$ cat src/vector_config.svh
`ifndef VECTOR_CONFIG_SVH
`define VECTOR_CONFIG_SVH

// Operands reduced per request, must be a power of two
`define LANES 8

// Entries in the destination vector
`define NUM_ELEMENTS 8

// Half precision field widths
`define FP_EXP_W 5
`define FP_FRAC_W 10

// log2 of LANES, one level of ALUs per step
`define TREE_LEVELS 3

`endif

$ cat src/vector_pkg.sv
`include "vector_config.svh"

package vector_pkg;

    // Half precision value, sign in the top bit
    typedef struct packed {
        logic                  sign;
        logic [`FP_EXP_W-1:0]  exp;
        logic [`FP_FRAC_W-1:0] frac;
    } fp16_t;

    typedef enum logic [1:0] {
        RED_SUM = 2'd0,
        RED_MAX = 2'd1,
        RED_MIN = 2'd2
    } red_op_e;

    typedef fp16_t [`LANES-1:0]        lane_vec_t;
    typedef fp16_t [`NUM_ELEMENTS-1:0] elem_vec_t;

    // Fields that only steer the output stage
    typedef struct packed {
        logic [$clog2(`NUM_ELEMENTS)-1:0] imm;
        logic                             broadcast;
        logic                             clear;
    } red_ctrl_t;

    typedef struct packed {
        red_op_e   op;
        red_ctrl_t ctrl;
        lane_vec_t lanes;
        elem_vec_t vector;
    } red_req_t;

endpackage

$ cat src/param_sr.sv
`timescale 1ns/100ps

module param_sr #(
    parameter int WIDTH  = 8,
    parameter int STAGES = 2
) (
    input  logic             CLK,
    input  logic             nRST,
    input  logic [WIDTH-1:0] data_in,
    output logic [WIDTH-1:0] data_out
);
    logic [WIDTH-1:0] sr [0:STAGES-1];

    always_ff @(posedge CLK or negedge nRST) begin
        if (!nRST) begin
            for (int s = 0; s < STAGES; s++) begin
                sr[s] <= '0;
            end
        end else begin
            sr[0] <= data_in;
            for (int s = 1; s < STAGES; s++) begin
                sr[s] <= sr[s-1];
            end
        end
    end

    assign data_out = sr[STAGES-1];

endmodule

$ cat src/reduction_alu.sv
`timescale 1ns/100ps
`include "vector_config.svh"

module reduction_alu import vector_pkg::*; (
    input  logic    CLK,
    input  logic    nRST,
    input  fp16_t   a,
    input  fp16_t   b,
    input  red_op_e op,
    output fp16_t   y
);
    localparam int EW = `FP_EXP_W;
    localparam int FW = `FP_FRAC_W;
    // Significand with the hidden bit
    localparam int SW = FW + 1;
    localparam int LZW = $clog2(SW);
    localparam logic [EW+1:0] EXP_MAX = {2'b00, {EW{1'b1}}};

    fp16_t         a_f;
    fp16_t         b_f;
    fp16_t         big;
    fp16_t         small_f;
    logic          a_mag_gt;
    logic          a_mag_lt;
    logic          b_gt_a;
    logic          b_lt_a;
    logic [EW-1:0] exp_diff;
    logic [SW-1:0] big_sig;
    logic [SW-1:0] small_sig;

    red_op_e       s1_op;
    fp16_t         s1_sel;
    logic          s1_sign;
    logic          s1_sub;
    logic [EW-1:0] s1_exp;
    logic [SW-1:0] s1_big_sig;
    logic [SW-1:0] s1_small_sig;

    logic [SW:0]    sum;
    logic [SW:0]    norm;
    logic [LZW-1:0] lz;
    logic [EW+1:0]  exp_wide;
    fp16_t          sum_res;

    // Denormals flush to +0
    assign a_f = (a.exp == '0) ? '0 : a;
    assign b_f = (b.exp == '0) ? '0 : b;

    assign a_mag_gt = {a_f.exp, a_f.frac} > {b_f.exp, b_f.frac};
    assign a_mag_lt = {a_f.exp, a_f.frac} < {b_f.exp, b_f.frac};

    // Equal values leave both flags low so a wins
    assign b_gt_a = (a_f.sign & ~b_f.sign) | (~a_f.sign & ~b_f.sign & a_mag_lt)
                  | (a_f.sign & b_f.sign & a_mag_gt);
    assign b_lt_a = (~a_f.sign & b_f.sign) | (~a_f.sign & ~b_f.sign & a_mag_gt)
                  | (a_f.sign & b_f.sign & a_mag_lt);

    assign big     = a_mag_lt ? b_f : a_f;
    assign small_f = a_mag_lt ? a_f : b_f;

    assign exp_diff  = big.exp - small_f.exp;
    assign big_sig   = (big.exp == '0) ? '0 : {1'b1, big.frac};
    // Bits shifted out are dropped so the sum truncates
    assign small_sig = (small_f.exp == '0) ? '0 : ({1'b1, small_f.frac} >> exp_diff);

    always_ff @(posedge CLK or negedge nRST) begin
        if (!nRST) begin
            s1_op        <= RED_SUM;
            s1_sel       <= '0;
            s1_sign      <= 1'b0;
            s1_sub       <= 1'b0;
            s1_exp       <= '0;
            s1_big_sig   <= '0;
            s1_small_sig <= '0;
        end else begin
            s1_op        <= op;
            s1_sel       <= (op == RED_MAX) ? (b_gt_a ? b_f : a_f) : (b_lt_a ? b_f : a_f);
            s1_sign      <= big.sign;
            s1_sub       <= a_f.sign ^ b_f.sign;
            s1_exp       <= big.exp;
            s1_big_sig   <= big_sig;
            s1_small_sig <= small_sig;
        end
    end

    // Big magnitude first so a subtraction never goes negative
    assign sum = s1_sub ? ({1'b0, s1_big_sig} - {1'b0, s1_small_sig})
                        : ({1'b0, s1_big_sig} + {1'b0, s1_small_sig});

    // Leading zeros below the carry bit
    always_comb begin
        lz = '0;
        for (int i = 0; i < SW; i++) begin
            if (sum[i]) begin
                lz = LZW'(SW - 1 - i);
            end
        end
    end

    always_comb begin
        if (sum[SW]) begin
            exp_wide = {2'b00, s1_exp} + 1'b1;
            norm     = sum >> 1;
        end else begin
            exp_wide = {2'b00, s1_exp} - lz;
            norm     = sum << lz;
        end

        if (sum == '0 || (!sum[SW] && lz >= s1_exp)) begin
            // Exact cancellation or a result below the normal range
            sum_res = '0;
        end else if (exp_wide >= EXP_MAX) begin
            sum_res = '{sign: s1_sign, exp: '1, frac: '0};
        end else begin
            sum_res = '{sign: s1_sign, exp: exp_wide[EW-1:0], frac: norm[FW-1:0]};
        end
    end

    always_ff @(posedge CLK or negedge nRST) begin
        if (!nRST) begin
            y <= '0;
        end else begin
            y <= (s1_op == RED_SUM) ? sum_res : s1_sel;
        end
    end

endmodule

$ cat src/reduction_tree.sv
`timescale 1ns/100ps
`include "vector_config.svh"

module reduction_tree import vector_pkg::*; (
    input  logic      CLK,
    input  logic      nRST,
    input  lane_vec_t data_in,
    input  red_op_e   op,
    input  logic      valid_in,
    output fp16_t     data_out,
    output logic      valid_out
);
    localparam int N = `LANES;
    // Lane inputs followed by every ALU output, level by level
    localparam int NODES = 2 * N - 1;

    fp16_t   node      [0:NODES-1];
    red_op_e op_lvl    [0:`TREE_LEVELS];
    logic    valid_lvl [0:`TREE_LEVELS];

    assign op_lvl[0]    = op;
    assign valid_lvl[0] = valid_in;

    for (genvar i = 0; i < N; i++) begin : g_lane
        assign node[i] = data_in[i];
    end

    for (genvar k = 0; k < `TREE_LEVELS; k++) begin : g_level
        localparam int IN_BASE  = 2 * N - ((2 * N) >> k);
        localparam int OUT_BASE = 2 * N - (N >> k);

        red_op_e op_mid;
        red_op_e op_q;
        logic    valid_mid;
        logic    valid_q;

        // Two registers to match the ALU latency
        always_ff @(posedge CLK or negedge nRST) begin
            if (!nRST) begin
                op_mid    <= RED_SUM;
                op_q      <= RED_SUM;
                valid_mid <= 1'b0;
                valid_q   <= 1'b0;
            end else begin
                op_mid    <= op_lvl[k];
                op_q      <= op_mid;
                valid_mid <= valid_lvl[k];
                valid_q   <= valid_mid;
            end
        end

        assign op_lvl[k+1]    = op_q;
        assign valid_lvl[k+1] = valid_q;

        for (genvar j = 0; j < (N >> (k + 1)); j++) begin : g_alu
            reduction_alu u_alu (
                .CLK (CLK),
                .nRST(nRST),
                .a   (node[IN_BASE + 2 * j]),
                .b   (node[IN_BASE + 2 * j + 1]),
                .op  (op_lvl[k]),
                .y   (node[OUT_BASE + j])
            );
        end
    end

    assign data_out  = node[NODES-1];
    assign valid_out = valid_lvl[`TREE_LEVELS];

endmodule

$ cat src/vreduction.sv
`timescale 1ns/100ps
`include "vector_config.svh"

module vreduction import vector_pkg::*; (
    input  logic      CLK,
    input  logic      nRST,
    input  red_req_t  req,
    input  logic      input_valid,
    output elem_vec_t vector_output,
    output logic      output_valid
);
    // Two ALU stages per tree level
    localparam int TREE_STAGES = 2 * `TREE_LEVELS;

    fp16_t     tree_result;
    logic      tree_valid;
    elem_vec_t vec_in;
    elem_vec_t vec_d;
    red_ctrl_t ctrl_d;
    elem_vec_t next_vector;

    reduction_tree u_tree (
        .CLK      (CLK),
        .nRST     (nRST),
        .data_in  (req.lanes),
        .op       (req.op),
        .valid_in (input_valid),
        .data_out (tree_result),
        .valid_out(tree_valid)
    );

    // Side-band fields travel beside the tree
    param_sr #(
        .WIDTH ($bits(red_ctrl_t)),
        .STAGES(TREE_STAGES)
    ) ctrl_pipe (
        .CLK     (CLK),
        .nRST    (nRST),
        .data_in (req.ctrl),
        .data_out(ctrl_d)
    );

    // Idle slots carry zeros
    assign vec_in = input_valid ? req.vector : '0;

    param_sr #(
        .WIDTH ($bits(elem_vec_t)),
        .STAGES(TREE_STAGES)
    ) vec_pipe (
        .CLK     (CLK),
        .nRST    (nRST),
        .data_in (vec_in),
        .data_out(vec_d)
    );

    always_comb begin
        for (int i = 0; i < `NUM_ELEMENTS; i++) begin
            if (ctrl_d.broadcast) begin
                next_vector[i] = tree_result;
            end else if (int'(ctrl_d.imm) == i) begin
                next_vector[i] = tree_result;
            end else if (ctrl_d.clear) begin
                next_vector[i] = '0;
            end else begin
                // Keep the destination element
                next_vector[i] = vec_d[i];
            end
        end
    end

    always_ff @(posedge CLK or negedge nRST) begin
        if (!nRST) begin
            vector_output <= '0;
            output_valid  <= 1'b0;
        end else begin
            vector_output <= next_vector;
            output_valid  <= tree_valid;
        end
    end

endmodule

$ cat config.mk
export PLATFORM = sky130hd
export DESIGN_NAME = vreduction
export DESIGN_NICKNAME = d
export VERILOG_FILES = /design/src/vector_pkg.sv /design/src/param_sr.sv /design/src/reduction_alu.sv /design/src/reduction_tree.sv /design/src/vreduction.sv
export VERILOG_INCLUDE_DIRS = /design/src /design/src/src
export SDC_FILE = /design/constraint.sdc
export NUM_CORES = 2
export LEC_CHECK = 0
export ABC_AREA = 1
export BUFFER_PORTS_ARGS = -buffer_cell sky130_fd_sc_hd__buf_2
export CAP_MARGIN = 10
export CORE_MARGIN = 2
export CORE_UTILIZATION = 45
export CTS_CLUSTER_SIZE = 12
export DETAILED_ROUTE_END_ITERATION = 16
export PLACE_DENSITY = 0.73
export SLEW_MARGIN = 20
export SYNTH_ARGS = -nofsm -noshare
export SYNTH_HDL_FRONTEND = slang
export SYNTH_SLANG_ARGS = --single-unit
$ cat constraint.sdc
create_clock -name CLK -period 13.2 [get_ports CLK]
set_input_delay 0.66 -clock CLK [delete_from_list [all_inputs] [get_ports CLK]]
set_output_delay 0.66 -clock CLK [all_outputs]
set_load 0.005 [all_outputs]
[After elaboration in Yosys (flattened, before gate mapping)]
Cells that the tools add are included.
Storage, ports and cells
  flip-flop bits (word level): 1370
  output and inout port bits: 129
  input port bits: 266
  logic and storage cells: 584
Cells by class
  magnitude comparators: 28
  equality and inequality tests: 10
  muxes and demuxes: 207
  reductions and logical operators: 60
  $add $sub $neg: 35
  bitwise gates (word level): 105
  shift operators: 14
Operators by type and width (number)
  2-to-1 mux 16 bit: 80
  2-to-1 mux 4 bit: 77
  2-to-1 mux 15 bit: 14
  2-to-1 mux 11 bit: 14
  zero test 5 bit: 28
  2-to-1 mux 128 bit: 1
  greater-than comparator 15 bit: 7
  less-than comparator 15 bit: 7
  adder 11 x 11 -> 12 bit: 7
  zero test 12 bit: 7
  2-to-1 mux 12 bit: 7
  left shift 12 x 4 -> 10 bit: 7
  subtractor 11 x 11 -> 12 bit: 7
  right shift 11 x 5 -> 11 bit: 7
  2-to-1 mux 10 bit: 7
  AND 1 bit: 56
  >= comparator 7 x 5 -> 1 bit (second input constant): 7
  2-to-1 mux 7 bit: 7
  adder 5 x 1 -> 6 bit (second input constant): 7
  subtractor 5 x 4 -> 6 bit: 7
  >= comparator 4 x 5 -> 1 bit: 7
  subtractor 5 bit: 7
  OR 1 bit: 28
  inverter 1 bit: 14
  10 further kinds: 42

[Depth between registers and ports, before layout]
  word-level depth: 19
  depth in mapped cells: 35
  depth with buffers taken out: 35

[Modules after synthesis]
A second synthesis with hierarchy kept.
Second synthesis, totals
  cells, all modules: 8310
  area, all modules: 69556.7 um2
By module, submodules not included
  param_sr (vec_pipe): cells an instance 896, seq. area each 19218.4 um2, times used 1, area an instance 20179.4 um2
  reduction_alu (u_tree.g_level[0].g_alu[0].u_alu ...): cells an instance 879, seq. area each 1576.5 um2, times used 3, area an instance 5774.3 um2
  vreduction: cells an instance 1123, seq. area each 3228.1 um2, times used 1, area an instance 7487.2 um2
  reduction_alu (u_tree.g_level[2].g_alu[0].u_alu): cells an instance 911, seq. area each 1576.5 um2, times used 1, area an instance 5954.5 um2
  reduction_alu (u_tree.g_level[1].g_alu[1].u_alu): cells an instance 918, seq. area each 1576.5 um2, times used 1, area an instance 5909.4 um2
  reduction_alu (u_tree.g_level[1].g_alu[0].u_alu): cells an instance 889, seq. area each 1576.5 um2, times used 1, area an instance 5840.6 um2
  reduction_alu (u_tree.g_level[0].g_alu[1].u_alu): cells an instance 887, seq. area each 1576.5 um2, times used 1, area an instance 5724.2 um2
  param_sr (ctrl_pipe): cells an instance 35, seq. area each 750.7 um2, times used 1, area an instance 788.3 um2
  reduction_tree: cells an instance 14, seq. area each 350.3 um2, times used 1, area an instance 350.3 um2

[Worst setup path after synthesis]
No wires, ideal clock.
  path kind: flip-flop to flip-flop
  from: reg u_tree.g_level[0].g_alu[3].u_alu.s1_small_sig[1]
  to: reg u_tree.g_level[0].g_alu[3].u_alu.y[2] (netlist bit)
  clock period less this slack: 4573 ps
  arrival: 4455 ps
  data required time: 13082 ps
  library setup time: 118 ps
  slack: 8627 ps
  cell stages (with the launch flop): 31
  buffers on the path: 1
  cells stage by stage: dfrtp_1 inv_1 ha_1 inv_1 nor2_1 inv_1 o21ai_0 xnor2_1 inv_1 ha_1 a21oi_1 nor2_1 nor2_1 nand2_1 xor2_1 nand2_1 nand2_1 nand2_2 nand2_1 buf_2 inv_2 ha_1 fa_1 o21ai_0 xor2_1 nand2_1 nand3_1 o21ai_2 inv_1 nand3_1 nand2_1
On the way
  longest elaborated chain between the ends: 18
  elaborated cells between the ends (all ways): 26
  classes of those cells: add/sub (3); order compare (2); shift (1); mux (16); reduce/logical (4)
Ends and longest elaborated chain
  start: declaration: RTL line reduction_alu.sv:37  | logic [SW-1:0] s1_small_sig;
  start signal: assignment: RTL line reduction_alu.sv:82  | s1_small_sig <= small_sig;
  adder 11 x 11 -> 12 bit / subtractor 11 x 11 -> 12 bit (equally long branches): RTL line reduction_alu.sv:88, reduction_alu.sv:87
  2-to-1 mux 12 bit *: RTL line reduction_alu.sv:87  | assign sum = s1_sub ? ({1'b0, s1_big_sig} - {1'b0, s1_small_sig})
  2-to-1 mux 4 bit (10 in series): RTL line reduction_alu.sv:94  | if (sum[i]) begin
  subtractor 5 x 4 -> 6 bit: RTL line reduction_alu.sv:105  | exp_wide = {2'b00, s1_exp} - lz;
  2-to-1 mux 7 bit: RTL line reduction_alu.sv:101  | if (sum[SW]) begin
  >= comparator 7 x 5 -> 1 bit: RTL line reduction_alu.sv:112  | end else if (exp_wide >= EXP_MAX) begin
  2-to-1 mux 15 bit: RTL line reduction_alu.sv:112
  2-to-1 mux 16 bit *: RTL line reduction_alu.sv:109  | if (sum == '0 || (!sum[SW] && lz >= s1_exp)) begin
  2-to-1 mux 16 bit *: RTL line reduction_alu.sv:123  | y <= (s1_op == RED_SUM) ? sum_res : s1_sel;
  end signal: assignment: RTL line reduction_alu.sv:123
  end: declaration: RTL line reduction_alu.sv:10  | output fp16_t y
Every way passes the cells marked *; elsewhere a longest branch is shown, timed or not.

[Final worst setup path]
  from: reg u_tree.g_level[2].g_alu[0].u_alu.s1_small_sig[0]
  to: reg u_tree.g_level[2].g_alu[0].u_alu.y[3] (netlist bit)
On the way
  longest elaborated chain between the ends: 19
  elaborated cells between the ends (all ways): 27
  classes of those cells: add/sub (3); order compare (2); shift (1); mux (17); reduce/logical (4)
Ends and longest elaborated chain (RTL line)
  start: declaration: reduction_alu.sv:37
  start signal: assignment: reduction_alu.sv:82
  adder 11 x 11 -> 12 bit / subtractor 11 x 11 -> 12 bit (equally long branches): reduction_alu.sv:88, reduction_alu.sv:87
  2-to-1 mux 12 bit *: reduction_alu.sv:87
  2-to-1 mux 4 bit (11 in series): reduction_alu.sv:94
  subtractor 5 x 4 -> 6 bit: reduction_alu.sv:105
  2-to-1 mux 7 bit: reduction_alu.sv:101
  >= comparator 7 x 5 -> 1 bit: reduction_alu.sv:112
  2-to-1 mux 15 bit: reduction_alu.sv:112
  2-to-1 mux 16 bit *: reduction_alu.sv:109
  2-to-1 mux 16 bit *: reduction_alu.sv:123
  end signal: assignment: reduction_alu.sv:123
  end: declaration: reduction_alu.sv:10
Marked as above.

==> impl_summary.md <==
Status
The run finished with clean final reports.

Min path
The worst hold path begins at req[101]. The number of cells on the worst hold path is 3. The path with the worst hold slack has its endpoint at vec_pipe.sr[741]. The path class of the lowest-slack min-delay path is primary input to flop.

Clock tree
TritonCTS built the clock tree. The maximum buffer depth of the clock tree is 3. The total clock buffers created by CTS is ~140. The clock insertion delay at the later pin of the skew report is 780 ps. The root buffer cell chosen for the clock tree is clkbuf_16. The number of gates resized after cts is 0.

The clock tree synthesis step divided the H-tree into 4 levels. The clock drives 1370 sinks. Clock-pin slew was measured on the worst setup and hold paths at 60 ps.

Synthesis
The count of flip-flops with a built-in enable after synthesis is 0. In the post-synthesis netlist, the biggest area contributors are dfrtp_1 53%, nand2_1 12%, nand3_1 6.3%, o21ai_0 5.7%, inv_1 5.2%. The share of the synthesized area in the top cell type is between 50% and 60%. The leading area contributor after synthesis is dfrtp_1. Summing every instance area after synthesis gives ~0.065 mm^2. The count of yosys warnings during synthesis is 0. In the synthesized netlist the async set-or-reset flop fraction comes to 100%. The cell count after synthesis came out at 7673. The number of nets in the synthesized netlist is 8212.

Of the synthesized area, sequential elements account for 52.9%. The mean cell area of the mapped netlist is around 8.5 um^2. After synthesis, the netlist uses 56 different library cells.

In the synthesized netlist the dominant register cell turns out to be dfrtp_1. Counting flops and latches in the post-synthesis netlist gives 1370.

Floorplanning
The floorplan step defined a core boundary enclosing 0.143 mm^2. The die outline width is 384 um. The floorplan die area is 0.147 mm^2. The die extent in y is 384 um. The I/O pin total is about 400.

The number of core rows is 139. Once the floorplan was initialized, standard cells occupied 45.3% of the core.

Place
Input and output buffers added on the ports amount to 394. The congestion estimate from routability-driven global placement came to ~0.95. The HPWL after detailed placement is about 130000 um.

Global route
Entering global routing, the biggest net connects 175 pins. Global routing used between 20% and 30% of the available tracks across all layers. Global routing consumed, on the met3 layer, 3.46% of the routing resources. For this run, global-route usage on met2 was measured as 41.2%. The number of antenna violations at the first check in global routing is 23. The overflow left after global routing is 0.

The highest-utilization routing layer at the global route stage is met2. Global routing consumed, on the met1 layer, around 32% of the routing resources. The number of global-route vias before repair is 52075. The first global-routing pass estimated 288000 um of wire.

Route
The first routing iteration left 4749 violations. The final layout contains routed wiring with a total length of 185000 um. After detailed routing, the average wire length per cell comes to 18.6 um. The number of vias in the routed layout is 53478. The via-per-instance ratio is 5.37. The pre-antenna-repair detailed-routing pass consisted of 7 iterations. The antenna violation net count after detailed routing is 0.

After detailed routing, the number of remaining DRC violations is 0.

Layout
Measured on the finished design, the core utilization comes to 50.9%. The area growth from synthesis to layout is 12.4%. The post-layout net count is ~8500. The library cell used most frequently in the layout, excluding fill and tap cells, is nand2_1. The fraction of final layout cells sized beyond drive strength 1 is 8.50%. In the layout the commonest cells are 2032 x nand2_1, 1370 x dfrtp_1, 898 x inv_1.

STA
The minimum period implied by the final worst setup slack is 5840 ps. The final cycle utilization of the critical path is 44.2%. The final hold slack is 65.3 ps.

The number of max-slew violations in the final report is 0. After routing, the total negative slack on setup checks comes to 0 ps. The slew at the pin closest to its max-slew limit is about 1100 ps. For this run, the top clock speed supported by timing is roughly 170 MHz. The headroom to the max-slew limit is between 20% and 30%. Setup violations remaining at the end of the flow were counted as 0.

On the final layout, the worst clock skew is 57.0 ps. The final hold violation count is 0. Setup repair after global routing left no endpoint under its margin.

Critical path
In this run the critical register-to-register path is launched from u_tree.g_level[2].g_alu[0].u_alu.s1_small_sig[0]. The worst setup path is launched from a flop. In this run the worst path has a maximum fanout of 14. Setup slack on the worst reg-to-reg path comes out at 7360 ps. The critical path in this run is classified as flop to flop. For the worst flop-to-flop path, the logic depth is 26.

STA classifies the critical path endpoint as a flop. The required time of the critical path is 13930 ps. STA puts the critical path data arrival time at around 6600 ps. The endpoint of the worst-slack reg-to-reg timing path is u_tree.g_level[2].g_alu[0].u_alu.y[3].

Run
Max-cap violations in this run came to 0.
through the flow:
stage | setup slack, ps | area [um^2] | instances
floorplan | 8630 | 64900 | 7673
global placement | 7720 | 68300 | 9722
detailed placement | 7560 | 68300 | 9722
CTS | 7510 | 72800 | 9935
global route | 6810 | 72900 | 9951
finish | 7360 | 72900 | 9951
registers in the layout (all words and copies together) (netlist names):
signal                                   count
ctrl_pipe.data_out                           5
ctrl_pipe.sr                                25
output_valid                                 1
u_tree.g_level.g_alu.u_alu.s1_big_sig       77
u_tree.g_level.g_alu.u_alu.s1_exp           35
u_tree.g_level.g_alu.u_alu.s1_op             2
u_tree.g_level.g_alu.u_alu.s1_sel          112
u_tree.g_level.g_alu.u_alu.s1_sign           7
u_tree.g_level.g_alu.u_alu.s1_small_sig     77
u_tree.g_level.g_alu.u_alu.s1_sub            7
u_tree.g_level.g_alu.u_alu.y               112
u_tree.g_level.op_mid                        4
u_tree.g_level.op_q                          4
u_tree.g_level.valid_mid                     3
u_tree.g_level.valid_q                       2
u_tree.valid_out                             1
vec_pipe.data_out                          128
vec_pipe.sr                                640
vector_output                              128
cells in the mapped netlist (11+ instances only):
cell / n
o21ai_1: 21
nand4_1: 86
fa_1: 14
nand2_2: 16
nand3_1: 822
nor2_1: 371
xnor2_1: 58
nand3b_1: 18
dfrtp_1: 1370
nand2_1: 2032
inv_1: 899
o31ai_1: 19
clkinv_1: 18
o21ai_0: 740
nor3_1: 73
clkbuf_1: 186
o22ai_1: 19
o211ai_1: 67
ha_1: 259
xor2_1: 63
buf_1: 13
a21oi_1: 294
buf_2: 64
buf_4: 11
a21o_1: 11
how the worst max path moves through the flow:
stage / startpoint / cells after the start / endpoint / slack, ps
after floorplan: u_tree.g_level[0].g_alu[3].u_alu.s1_small_sig[1] / 30 / u_tree.g_level[0].g_alu[3].u_alu.y[2] / 8630
after global placement: u_tree.g_level[2].g_alu[0].u_alu.s1_small_sig[0] / 26 / u_tree.g_level[2].g_alu[0].u_alu.y[5] / 7720
after detailed placement: u_tree.g_level[2].g_alu[0].u_alu.s1_small_sig[0] / 26 / u_tree.g_level[2].g_alu[0].u_alu.y[0] / 7560
after CTS: u_tree.g_level[2].g_alu[0].u_alu.s1_small_sig[0] / 26 / u_tree.g_level[2].g_alu[0].u_alu.y[5] / 7510
after global routing: u_tree.g_level[2].g_alu[0].u_alu.s1_small_sig[0] / 26 / u_tree.g_level[2].g_alu[0].u_alu.y[4] / 6810
final: u_tree.g_level[2].g_alu[0].u_alu.s1_small_sig[0] / 26 / u_tree.g_level[2].g_alu[0].u_alu.y[3] / 7360
cells by family (layout without fill, tap and decap cells):
logic type / after synthesis / in the layout / share of synthesized area, %
and+or+nand+nor: 3466 / 3466 / 22.6
DFF: 1370 / 1370 / 52.9
AOI/OAI and AO/OA: 1236 / 1236 / 10.2
buffers and inverters: 1204 / 1566 / 7.18
adders and majority gates: 273 / 273 / 5.43
xor gates and xnor gates: 124 / 124 / 1.71
other: 0 / 13 / 0
layout make-up:
cell class                 count  area [um^2]
antenna                       13         32.5
clock buffer                 168         3750
clock inverter                40          672
fill                       13049        70400
inverter                     927         3480
multi-input combinational   5099        25900
sequential                  1370        34300
tap                         1903         2380
timing repair buffer         431         2350
layer usage:
layer	wire length [um]	vias to the layer above
met5	45	-
met4	8600	6
met3	10200	437
met2	88600	1936
met1	77800	25680
li1	-	25419
timing repair:
action / in CTS / in global routing
setup buffers: 0 / 0
endpoints found under the hold margin: 70 / 0
setup endpoints to repair: 0 / 0
hold buffers: 5 / 0
critical path, stage by stage, from the launching register on:
cell and delay (ps):
dfrtp_1 390, inv_1 90, ha_1 140, inv_1 40, nor2_1 120, inv_1 80
o41ai_1 340, xnor2_1 160, inv_1 50, ha_1 330, nand2_1 100, o21ai_0 270
inv_1 90, nand3_1 70, and2_1 290, nand3_1 120, nand3_1 440, clkinv_1 470
fa_1 520, o21ai_0 290, xor2_1 190, nand2_1 70, nand2_1 110, inv_1 50
a21boi_0 580, nand3_1 210, nand2_1 110
Power is not shown: default switching activity piles up to over one toggle a cycle in this logic, so the estimate is an artifact.
